--- src/source/synth_pkg.sv ---
package synth_pkg;

	// pitch and loudness widths
	localparam int PITCH_W = 6;
	localparam int LEVEL_W = 4;

	// lfsr start value after reset
	localparam logic [15:0] LFSR_SEED = 16'h0001;

	// effect select, as driven on fx_sel
	typedef enum logic [1:0] {
		fx_none,
		fx_porta,
		fx_vibrato,
		fx_slide
	} fx_mode_t;

	// envelope phases
	typedef enum logic [1:0] {
		env_idle,
		env_attack,
		env_sustain,
		env_decay
	} env_state_t;

	// level increment per note step during attack
	function automatic logic [LEVEL_W-1:0] attack_step(input logic [1:0] atk);
		case (atk)
			2'd0: return 4'd15;
			2'd1: return 4'd8;
			2'd2: return 4'd4;
			default: return 4'd2;
		endcase
	endfunction

	// level decrement per note step during decay
	function automatic logic [LEVEL_W-1:0] decay_step(input logic [1:0] dec);
		case (dec)
			2'd0: return 4'd15;
			2'd1: return 4'd4;
			2'd2: return 4'd2;
			default: return 4'd1;
		endcase
	endfunction

endpackage

--- src/source/note_fx.sv ---
module note_fx
	import synth_pkg::*;
(
	input  logic               base_freq,
	input  logic               rst_n,
	input  logic [PITCH_W-1:0] note_in,
	input  logic               note_clk,
	input  logic               note_rst,
	input  fx_mode_t           fx_sel,
	input  logic [1:0]         fx_opt_a,
	input  logic [1:0]         fx_opt_b,
	output logic [PITCH_W-1:0] pitch
);

	localparam logic [PITCH_W-1:0] PITCH_MAX = '1;

	// effect select, taken one cycle late
	fx_mode_t fx_q;
	// note steps since the last effect step
	logic [1:0] step_cnt;
	// vibrato phase: +depth, 0, -depth, 0
	logic [1:0] vib_phase;
	logic [PITCH_W-1:0] pitch_q;
	logic fx_step;
	logic signed [PITCH_W+1:0] vib_off;
	logic signed [PITCH_W+1:0] vib_sum;
	logic [PITCH_W-1:0] vib_pitch;

	// effect acts once every fx_opt_a+1 note steps
	assign fx_step = note_clk && (step_cnt == fx_opt_a);

	// vibrato target, note plus phase offset, clamped
	always_comb
	begin
		case (vib_phase)
			2'd0: vib_off = $signed({{PITCH_W{1'b0}}, fx_opt_b});
			2'd2: vib_off = -$signed({{PITCH_W{1'b0}}, fx_opt_b});
			default: vib_off = '0;
		endcase
		vib_sum = $signed({2'b00, note_in}) + vib_off;
		if (vib_sum < 0)
			vib_pitch = '0;
		else if (vib_sum > $signed({2'b00, PITCH_MAX}))
			vib_pitch = PITCH_MAX;
		else
			vib_pitch = vib_sum[PITCH_W-1:0];
	end

	always_ff @(posedge base_freq)
	begin
		if (!rst_n)
		begin
			fx_q <= fx_none;
			step_cnt <= '0;
			vib_phase <= '0;
			pitch_q <= '0;
		end
		else
		begin
			fx_q <= fx_sel;
			if (note_rst)
			begin
				// new note, restart the effect
				pitch_q <= note_in;
				step_cnt <= '0;
				vib_phase <= '0;
			end
			else
			begin
				if (note_clk)
					step_cnt <= fx_step ? 2'd0 : step_cnt + 2'd1;
				case (fx_q)
					fx_porta:
					begin
						// glide one step toward the new note
						if (fx_step && pitch_q < note_in)
							pitch_q <= pitch_q + 1'b1;
						else if (fx_step && pitch_q > note_in)
							pitch_q <= pitch_q - 1'b1;
					end
					fx_vibrato:
					begin
						if (fx_step)
						begin
							pitch_q <= vib_pitch;
							vib_phase <= vib_phase + 2'd1;
						end
					end
					fx_slide:
					begin
						// bit 0 of opt b picks the direction, saturating
						if (fx_step && fx_opt_b[0] && pitch_q != PITCH_MAX)
							pitch_q <= pitch_q + 1'b1;
						else if (fx_step && !fx_opt_b[0] && pitch_q != '0)
							pitch_q <= pitch_q - 1'b1;
					end
					default:
						pitch_q <= note_in;
				endcase
			end
		end
	end

	assign pitch = pitch_q;

endmodule

--- src/source/pitch_divider.sv ---
module pitch_divider
	import synth_pkg::*;
#(
	parameter int unsigned DIV_SCALE = 64
)
(
	input  logic               base_freq,
	input  logic               rst_n,
	input  logic [PITCH_W-1:0] pitch,
	output logic               shift_tick
);

	// longest period is 64 pitch steps
	localparam int CNT_W = $clog2((1 << PITCH_W) * DIV_SCALE);

	logic [CNT_W-1:0] cnt;
	logic [CNT_W-1:0] reload;
	logic [PITCH_W:0] span;
	logic [PITCH_W-1:0] pitch_q;
	logic tick_q;

	// higher pitch, shorter period: (64 - pitch) * DIV_SCALE cycles
	assign span = (PITCH_W+1)'(1 << PITCH_W) - {1'b0, pitch};
	assign reload = CNT_W'(span * DIV_SCALE - 1);

	always_ff @(posedge base_freq)
	begin
		if (!rst_n)
		begin
			cnt <= '0;
			pitch_q <= '0;
			tick_q <= 1'b0;
		end
		else
		begin
			pitch_q <= pitch;
			if (pitch != pitch_q)
			begin
				// new pitch, do not wait out the old period
				cnt <= reload;
				tick_q <= 1'b0;
			end
			else if (cnt == '0)
			begin
				cnt <= reload;
				tick_q <= 1'b1;
			end
			else
			begin
				cnt <= cnt - 1'b1;
				tick_q <= 1'b0;
			end
		end
	end

	assign shift_tick = tick_q;

endmodule

--- src/source/noise_lfsr.sv ---
module noise_lfsr
	import synth_pkg::*;
(
	input  logic base_freq,
	input  logic rst_n,
	input  logic shift_tick,
	input  logic active,
	output logic noise_bit
);

	logic [15:0] lfsr_q;
	logic feedback;

	// fibonacci taps 16, 14, 13, 11
	assign feedback = lfsr_q[15] ^ lfsr_q[13] ^ lfsr_q[12] ^ lfsr_q[10];

	always_ff @(posedge base_freq)
	begin
		if (!rst_n)
			lfsr_q <= LFSR_SEED;
		else if (shift_tick && active)
			// shift left, feedback into bit 0
			lfsr_q <= {lfsr_q[14:0], feedback};
	end

	// idle notes freeze the sequence where it stopped
	assign noise_bit = lfsr_q[0];

endmodule

--- src/source/envelope_control.sv ---
module envelope_control
	import synth_pkg::*;
(
	input  logic               base_freq,
	input  logic               rst_n,
	input  logic               note_clk,
	input  logic               note_rst,
	input  logic [1:0]         env_atk,
	input  logic [1:0]         env_dec,
	input  logic [2:0]         note_length,
	input  logic               noise_bit,
	output logic               active,
	output logic [LEVEL_W-1:0] wave_out
);

	localparam logic [LEVEL_W-1:0] LEVEL_MAX = '1;

	env_state_t state;
	logic [LEVEL_W-1:0] level;
	// sustain strobes seen so far
	logic [2:0] sus_cnt;
	logic [LEVEL_W:0] atk_sum;
	logic [LEVEL_W-1:0] atk_level;
	logic [LEVEL_W-1:0] dec_amt;
	logic [LEVEL_W-1:0] wave_q;

	// attack sum, saturating at full scale
	assign atk_sum = {1'b0, level} + {1'b0, attack_step(env_atk)};
	assign atk_level = atk_sum[LEVEL_W] ? LEVEL_MAX : atk_sum[LEVEL_W-1:0];
	assign dec_amt = decay_step(env_dec);

	always_ff @(posedge base_freq)
	begin
		if (!rst_n)
		begin
			state <= env_idle;
			level <= '0;
			sus_cnt <= '0;
			wave_q <= '0;
		end
		else
		begin
			// amplitude follows the noise, one cycle late
			wave_q <= noise_bit ? level : '0;
			if (note_rst)
			begin
				state <= env_attack;
				level <= '0;
				sus_cnt <= '0;
			end
			else if (note_clk)
			begin
				case (state)
					env_attack:
					begin
						level <= atk_level;
						if (atk_level == LEVEL_MAX)
							state <= env_sustain;
					end
					env_sustain:
					begin
						// hold for note_length+1 strobes
						if (sus_cnt == note_length)
							state <= env_decay;
						else
							sus_cnt <= sus_cnt + 3'd1;
					end
					env_decay:
					begin
						if (level <= dec_amt)
						begin
							level <= '0;
							state <= env_idle;
						end
						else
							level <= level - dec_amt;
					end
					default: ;
				endcase
			end
		end
	end

	assign active = (state != env_idle);
	assign wave_out = wave_q;

endmodule

--- src/source/noise_channel.sv ---
module noise_channel
	import synth_pkg::*;
#(
	parameter int unsigned DIV_SCALE = 64
)
(
	input  logic               base_freq,
	input  logic               rst_n,
	input  logic [PITCH_W-1:0] note_in,
	input  logic               note_clk,
	input  logic               note_rst,
	input  logic [2:0]         note_length,
	input  logic [1:0]         env_atk,
	input  logic [1:0]         env_dec,
	input  fx_mode_t           fx_sel,
	input  logic [1:0]         fx_opt_a,
	input  logic [1:0]         fx_opt_b,
	output logic [PITCH_W-1:0] pitch,
	output logic               active,
	output logic [LEVEL_W-1:0] wave_out
);

	logic shift_tick;
	logic noise_bit;

	// effect stage, bent pitch out
	note_fx u_note_fx (
		.base_freq (base_freq),
		.rst_n     (rst_n),
		.note_in   (note_in),
		.note_clk  (note_clk),
		.note_rst  (note_rst),
		.fx_sel    (fx_sel),
		.fx_opt_a  (fx_opt_a),
		.fx_opt_b  (fx_opt_b),
		.pitch     (pitch)
	);

	// pitch to lfsr shift rate
	pitch_divider #(
		.DIV_SCALE (DIV_SCALE)
	) u_pitch_divider (
		.base_freq  (base_freq),
		.rst_n      (rst_n),
		.pitch      (pitch),
		.shift_tick (shift_tick)
	);

	noise_lfsr u_noise_lfsr (
		.base_freq  (base_freq),
		.rst_n      (rst_n),
		.shift_tick (shift_tick),
		.active     (active),
		.noise_bit  (noise_bit)
	);

	// envelope gates both the lfsr and the output
	envelope_control u_envelope_control (
		.base_freq   (base_freq),
		.rst_n       (rst_n),
		.note_clk    (note_clk),
		.note_rst    (note_rst),
		.env_atk     (env_atk),
		.env_dec     (env_dec),
		.note_length (note_length),
		.noise_bit   (noise_bit),
		.active      (active),
		.wave_out    (wave_out)
	);

endmodule

--- config.mk ---
export PLATFORM = sky130hd
export DESIGN_NAME = noise_channel
export DESIGN_NICKNAME = d
export VERILOG_FILES = /design/src/source/synth_pkg.sv /design/src/source/note_fx.sv /design/src/source/pitch_divider.sv /design/src/source/noise_lfsr.sv /design/src/source/envelope_control.sv /design/src/source/noise_channel.sv
export SDC_FILE = /design/constraint.sdc
export NUM_CORES = 1
export LEC_CHECK = 0
export BUFFER_PORTS_ARGS = -buffer_cell sky130_fd_sc_hd__clkbuf_2
export CORE_MARGIN = 2
export CORE_UTILIZATION = 40
export DETAILED_ROUTE_END_ITERATION = 10
export GPL_ROUTABILITY_DRIVEN = 0
export GPL_TIMING_DRIVEN = 0
export SLEW_MARGIN = 40
export SYNTH_ARGS = -nofsm -noshare
export SYNTH_HDL_FRONTEND = slang
export SYNTH_HIERARCHICAL = 1
export SYNTH_SLANG_ARGS = --single-unit
export TNS_END_PERCENT = 20
--- constraint.sdc ---
create_clock -name base_freq -period 4.1 [get_ports base_freq]
set_input_delay 0.205 -clock base_freq [delete_from_list [all_inputs] [get_ports base_freq]]
set_output_delay 0.205 -clock base_freq [all_outputs]
set_load 0.03 [all_outputs]
==> results of run 1 <==
## kinds of logic after synthesis
| logic type | share of synthesized area [%] |
|---|---|
| AO/OA/AOI/OAI | 20.3 |
| adder cells (fa/ha/maj) | 13.8 |
| buffers and inverters | 5.43 |
| multiplexers | 2.15 |
| flip-flops | 27.2 |
| AND/OR/NAND/NOR | 22.4 |
| XOR/XNOR | 8.71 |
## per-layer routing
metal  part of all wire [%]  routed length, um  vias up
li1                       -                  -     1952
met1                     46               4590     1814
met2                     49               4830       74
met3                    4.1                406       10
met4                   0.87                 86        0
met5                      0                  0        -
## Yosys cell counts, drive strengths merged (8+ instances only)
cell	instances	share of area, %
nor3	11	1.6
ha	44	12
and3	9	1.3
a31oi	8	1.1
nor2	42	3.7
clkbuf	8	0.68
mux2i	8	1.8
o21ai	20	2.3
nand2	57	4.8
and2	11	1.6
buf	10	1.8
a21oi	26	3.0
xnor2	28	5.5
a21boi	16	3.5
nand2b	9	1.3
inv	35	3.0
a211oi	11	2.0
dfxtp	60	27
nand3	13	1.6
xor2	16	3.2
## cell type report
type / count / area [um2]
multi-input cells: 416 / 2980
well taps: 140 / 175
plain buffers: 18 / 109
flip-flops and latches: 60 / 1200
clock inverters: 3 / 68.8
repair buffers: 33 / 165
fillers: 1030 / 5800
inverters: 35 / 131
clock buffers: 12 / 165
## final timing paths
check	from	to	slack (ps)
min	fx_sel[0]	u_note_fx/fx_q[0]	70
max reg2reg	u_note_fx/vib_phase[0]	u_note_fx/pitch[0]	650
min reg2reg	u_noise_lfsr/lfsr_q[4]	u_noise_lfsr/lfsr_q[5]	460
max	u_note_fx/vib_phase[0]	u_note_fx/pitch[0]	650
## registers in the layout (all words and copies together), names as in the netlist, 3 cells and up
signal / count
u_pitch_divider/cnt: 12
u_pitch_divider/pitch_q: 6
u_envelope_control/sus_cnt: 3
u_envelope_control/level: 4
u_noise_lfsr/lfsr_q: 16
u_note_fx/pitch: 6
u_envelope_control/wave_out: 4
## stage by stage
stage | cells | cell area (um2) | util, %
floorplan | 529 | 4420 | -
global placement | 702 | 4760 | 44.1
detailed placement | 702 | 4760 | 44.1
CTS | 717 | 5000 | 46.3
global route | 717 | 5000 | 46.3
finish | 717 | 5000 | 46.3
## report_power, final
part | internal (uW) | leakage [uW] | switching [uW] | total [uW]
clock | 390 | 0.000119 | 240 | 630
sequential | 616 | 0.000491 | 44.2 | 660
combinational | 166 | 0.00143 | 218 | 383
==> flow_summary.toml, run 1 <==
[power]
power_density_nw_per_um2 = 335
vdd_drop_max_mv = 0.142
leakage_uw = 0.00204
finalPower_uw = 1670

[synthesis]
share_of_async_settable_or_async_resettable_flops_after_synthesis_pct = 0
synth_enable_flop_cells = 0
ys.warnings.count = 6
synth_flop_cell = "dfxtp_1"
yosysSeqAreaShare_pct = 27.2
syn_area_per_cell_um2 = 8.36
synth.cell_area_um2 = 4420
yosys.cell_types.count = 78
ys_ff_latch = 60
synth_cells = 529
synth_fp_nets = 599

[sta]
tightest_slew_ps = 615
slew_viol_final = 0
max_freq_mhz = 290
final.min_clock_period_ps = 3450
hold-worst-slack_ps = 70.6
total_negative_setup_slacks_ps = 0
grt_setup_unrepaired = "false"
share_of_the_clock_period_used_by_the_worst_path_after_layout_pct = 84.1
clock-skew-final_ps = 10.0
setup_ws_ps = 652
finalHoldViolations = 0
timing.final.setup_violations = 0
slew_headroom_pct = 59.0

[clocking]
clk_latency_ps = 340
number_of_cts_inserted_buffers = 9
clkTransAtPathRegs_ps = 70
ctsRootBufferMaster = "clkbuf_8"
cts.sink_count = 60
cts_tree = "done"
clock_tree.htree_level_count = 3
postCtsResizedCells = 0
postCtsSetupRepairBufs = 0
hold_buffers = 0
cts-root-to-sink-buffers = 2

[detailed_routing]
antenna_left = 0
vias = 3850
drc_viols = 0
routed_wirelength_mm = 9.91
viasPerCell = 5.37
length_of_the_first_detailed_routing_pass_in_iterations = 4
first_iter_violations = 193
wl_per_cell_um = 13.8

[worst_setup_path]
cp-end-kind = "flip-flop"
critical_path_required_ps = 4310
worst-r2r-cell-count = 12
crit_chain = "inv_1 -> ha_1 -> nor2b_1 -> clkbuf_1 -> ha_1 -> a21oi_1 -> a21boi_0 -> o21bai_1 -> xor2_1 -> or2_2 -> a222oi_1 -> o22ai_1"
path_class = "reg -> reg"
slowest_delay_ps = 500
path_common_cell = "ha_1"
critical_path.slowest_cell = "clkbuf_1"
critical_path.n_buffers_inverters = 2
timing.critical_path.arrival_ps = 3660
crit_path_start_kind = "flip-flop"
crit_family = "compound AO/OA/AOI/OAI gates"
crit_path_max_fanout = 14
cp.depth = 12

[min_path]
worst_hold_path.num_cells = 2
worst_hold_path_type = "in -> reg"

[global_routing]
grt-ovfl-total = 0
global_route.usage.met3_pct = 3.47
grt_max_degree = 24
grt-busiest-layer = "met2"
use_met2_pct = 29.5
grt_antenna_before_repair = 0
first_pass_grt_wire_length_mm = 17.1
grt_pass1_vias = 3652
use_met1_pct = 23.2
gr-usage-all-layers_pct = 18.0

[status]
run_status = "completed"

[layout]
flow.area_growth_from_synthesis_pct = 13.0
nNetsFinal = 643
final_cell_mix = "dfxtp_1 (60), nand2_1 (57), ha_1 (44)"
num_antenna_cells = 0
layout_commonest_cell = "dfxtp_1"
layout-drive-gt1-share_pct = 15.1

[floorplan]
design.core.area_um2 = 10800
dieArea_um2 = 11900
initial_core_util_pct = 41.0
placementRows = 38
floorplan.die.height_um = 109
dieWidth_um = 109
ports_placed_on_the_boundary = 34

[job]
drv_cap = 0

[placed_design]
placement.io_buffers = 33
place.detailed.hpwl_mm = 7.39
dpl_worst_slack_ps = 670
Power figures use the tool's default switching activity.
==> inputs of run 2 (changes only) <==
Settings changed: ABC_AREA set to 1.
Clock period 4.1 ns to 3.3 ns, I/O delays scaled along.
==> flow_summary.toml, run 2 <==
[status]
run_status = "completed"

[min_path]
worst_hold_path.num_cells = 3
min_from = "fx_sel[1]"
timing.hold.worst_endpoint = "u_note_fx/fx_q[1]"
worst_hold_path_type = "in -> reg"

[worst_setup_path]
critical_path.slowest_cell = "nor2_1"
path_common_cell = "nand2_1"
timing.critical_path.arrival_ps = 2880
crit_chain = "inv_1 -> ha_1 -> inv_1 -> nor2_1 -> ha_1 -> nand2_1 -> nand2_1 -> a21oi_1 -> nand3b_1 -> nand2_1 -> nand2_1 -> o21ai_1 -> nand2_1 -> nand2_1 -> nand2_1 -> a21oi_1"
critical_path_required_ps = 3560
r2r_start = "u_note_fx/vib_phase[0]"
crit_path_max_fanout = 7
regToRegSetupSlack_ps = 670
slowest_delay_ps = 380
path_class = "reg -> reg"
r2r_end = "u_note_fx/pitch[2]"
cp-end-kind = "flip-flop"
crit_path_start_kind = "flip-flop"
worst-r2r-cell-count = 16

[job]
drv_cap = 0

[detailed_routing]
viasPerCell = 4.83
antenna_left = 0
wl_per_cell_um = 11.5
routed_wirelength_mm = 10.4
first_iter_violations = 179
vias = 4355
drc_viols = 0
length_of_the_first_detailed_routing_pass_in_iterations = 5

[floorplan]
floorplan.die.height_um = 112
ports_placed_on_the_boundary = 34
dieWidth_um = 112
dieArea_um2 = 12500
initial_core_util_pct = 40.9
design.core.area_um2 = 11400
placementRows = 39

[synthesis]
synth_cells = 711
synth_flop_cell = "dfxtp_1"
share_of_async_settable_or_async_resettable_flops_after_synthesis_pct = 0
synth.cell_area_um2 = 4650
most_repeated_cell_in_the_gate_level_netlist_after_synthesis = "nand2_1"
ys.warnings.count = 6
synth.area.top_cells = "dfxtp_1 (26%), nand2_1 (15%), ha_1 (12%)"
synth_top_area_share_pct = 25.9
netlist_top_cells_count = "nand2_1 (188), inv_1 (114), nor2_1 (87), dfxtp_1 (60), ha_1 (44)"
yosysSeqAreaShare_pct = 25.9
syn_area_per_cell_um2 = 6.53
yosys.cell_types.count = 43
ys_ff_latch = 60
synth_area_leader = "dfxtp_1"
synth_enable_flop_cells = 0
synth_fp_nets = 781

[layout]
nNetsFinal = 825
layout_cell_area_excl_fill_um2 = 5300
fill_cells = 1192
final_cell_mix = "nand2_1 (188), inv_1 (114), nor2_1 (87)"
layout-drive-gt1-share_pct = 13.7
final_core_util_pct = 46.6
flow.area_growth_from_synthesis_pct = 14.0
num_antenna_cells = 0
register_bank_with_the_most_flops = "u_noise_lfsr/lfsr_q"
largest_register_ff_count = 16
largestRegisters = "u_noise_lfsr/lfsr_q (16), u_pitch_divider/cnt (12)"
layout_commonest_cell = "nand2_1"

[clocking]
clk_latency_ps = 330
clkTransAtPathRegs_ps = 50
ctsRootBufferMaster = "clkbuf_16"
postCtsResizedCells = 0
hold_buffers = 0
postCtsSetupRepairBufs = 0
cts.sink_count = 60
number_of_cts_inserted_buffers = 9
clock_tree.htree_level_count = 3
cts_tree = "done"
cts-root-to-sink-buffers = 2

[sta]
share_of_the_clock_period_used_by_the_worst_path_after_layout_pct = 79.6
finalHoldViolations = 0
final.min_clock_period_ps = 2630
max_freq_mhz = 381
slew_viol_final = 0
clock-skew-final_ps = 5.02
grt_setup_unrepaired = "false"
timing.final.setup_violations = 0
total_negative_setup_slacks_ps = 0
slew_headroom_pct = 53.8
tightest_slew_ps = 691

[global_routing]
grt-ovfl-total = 0
grt_max_degree = 22
first_pass_grt_wire_length_mm = 18.5
grt_antenna_before_repair = 0
gr-usage-all-layers_pct = 17.7
grt_pass1_vias = 4211

[power]
power_density_nw_per_um2 = 442
leakage_uw = 0.00277
vdd_drop_max_mv = 0.330
finalPower_uw = 2340

[placed_design]
placement.io_buffers = 33
place.detailed.hpwl_mm = 7.91
placedInstanceArea_um2 = 4990
==> run 2: cell types whose count changed in the layout (fill, tap and decap cells not counted), moves of 10 or more <==
| cell | before | now |
|---|---|---|
| xnor2_1 | 28 | 10 |
| inv_1 | 35 | 114 |
| nor2_1 | 40 | 87 |
| and2_1 | 10 | 0 |
| clkbuf_8 | 12 | 0 |
| a21oi_1 | 25 | 36 |
| nand3_1 | 12 | 37 |
| nand2_2 | 0 | 10 |
| o21ai_0 | 16 | 27 |
| nand2_1 | 57 | 188 |
==> run 2: cell families after synthesis <==
family          count (synthesis)  synth area share (%)
simple gates                  362                  34.6
xor+xnor                       20                  3.77
fa+ha+maj                      47                  13.1
buf+inv                       129                  11.4
compound gates                 93                  11.3
flops                          60                  25.9
==> run 2: final cells by class <==
class / instances / area, um2 / share of cell area (%)
Timing Repair Buffer: 33 / 165 / 3.12
Sequential cell: 60 / 1200 / 22.7
Inverter: 121 / 462 / 8.72
Multi-Input combinational cell: 522 / 2920 / 55.0
Buffer: 8 / 67.6 / 1.28
Clock buffer: 10 / 229 / 4.32
Clock inverter: 5 / 77.6 / 1.46
Tap cell: 143 / 179 / 3.38
==> run 2: stage by stage <==
step,setup WS (ps),std cells,hold WS [ps]
2_1_floorplan,1120,711,258
3_3_place_gp,790,887,393
3_5_place_dp,714,887,395
4_1_cts,678,902,41.2
5_1_grt,353,902,44.6
6_report,674,902,45.2
==> run 2: power by group <==
group / leakage, uW / internal (uW) / switching, uW
logic: 0.00213 / 197 / 338
registers: 0.000491 / 764 / 54.9
clock network: 0.000148 / 653 / 333
==> run 2: worst max-delay path: cells and delay by family, from the launching register on <==
family,cells,cell delay [ps]
AND/OR/NAND/NOR,9,1090
buffers and inverters,2,150
AO/OA/AOI/OAI,3,450
flip-flops,1,310
adder cells (fa/ha/maj),2,550
==> run 2: how the worst max path moves through the flow <==
stage / cells past startpoint / end / slack [ps] / startpoint
2_1_floorplan: 16 / u_note_fx/pitch[0] / 1120 / u_note_fx/vib_phase[0]
3_3_place_gp: 17 / u_note_fx/pitch[0] / 790 / u_note_fx/vib_phase[0]
3_5_place_dp: 16 / u_note_fx/pitch[2] / 710 / u_note_fx/vib_phase[0]
4_1_cts: 16 / u_note_fx/pitch[2] / 680 / u_note_fx/vib_phase[0]
5_1_grt: 17 / u_note_fx/pitch[0] / 350 / u_note_fx/vib_phase[0]
6_report: 16 / u_note_fx/pitch[2] / 670 / u_note_fx/vib_phase[0]
==> run 2: metal layers <==
metal	global-route usage (%)	wire length, um	up-vias
met5	0	0	-
met4	5.27	77	0
met3	4.74	410	8
met2	30.0	4930	68
met1	22.1	4950	1959
li1	-	-	2320
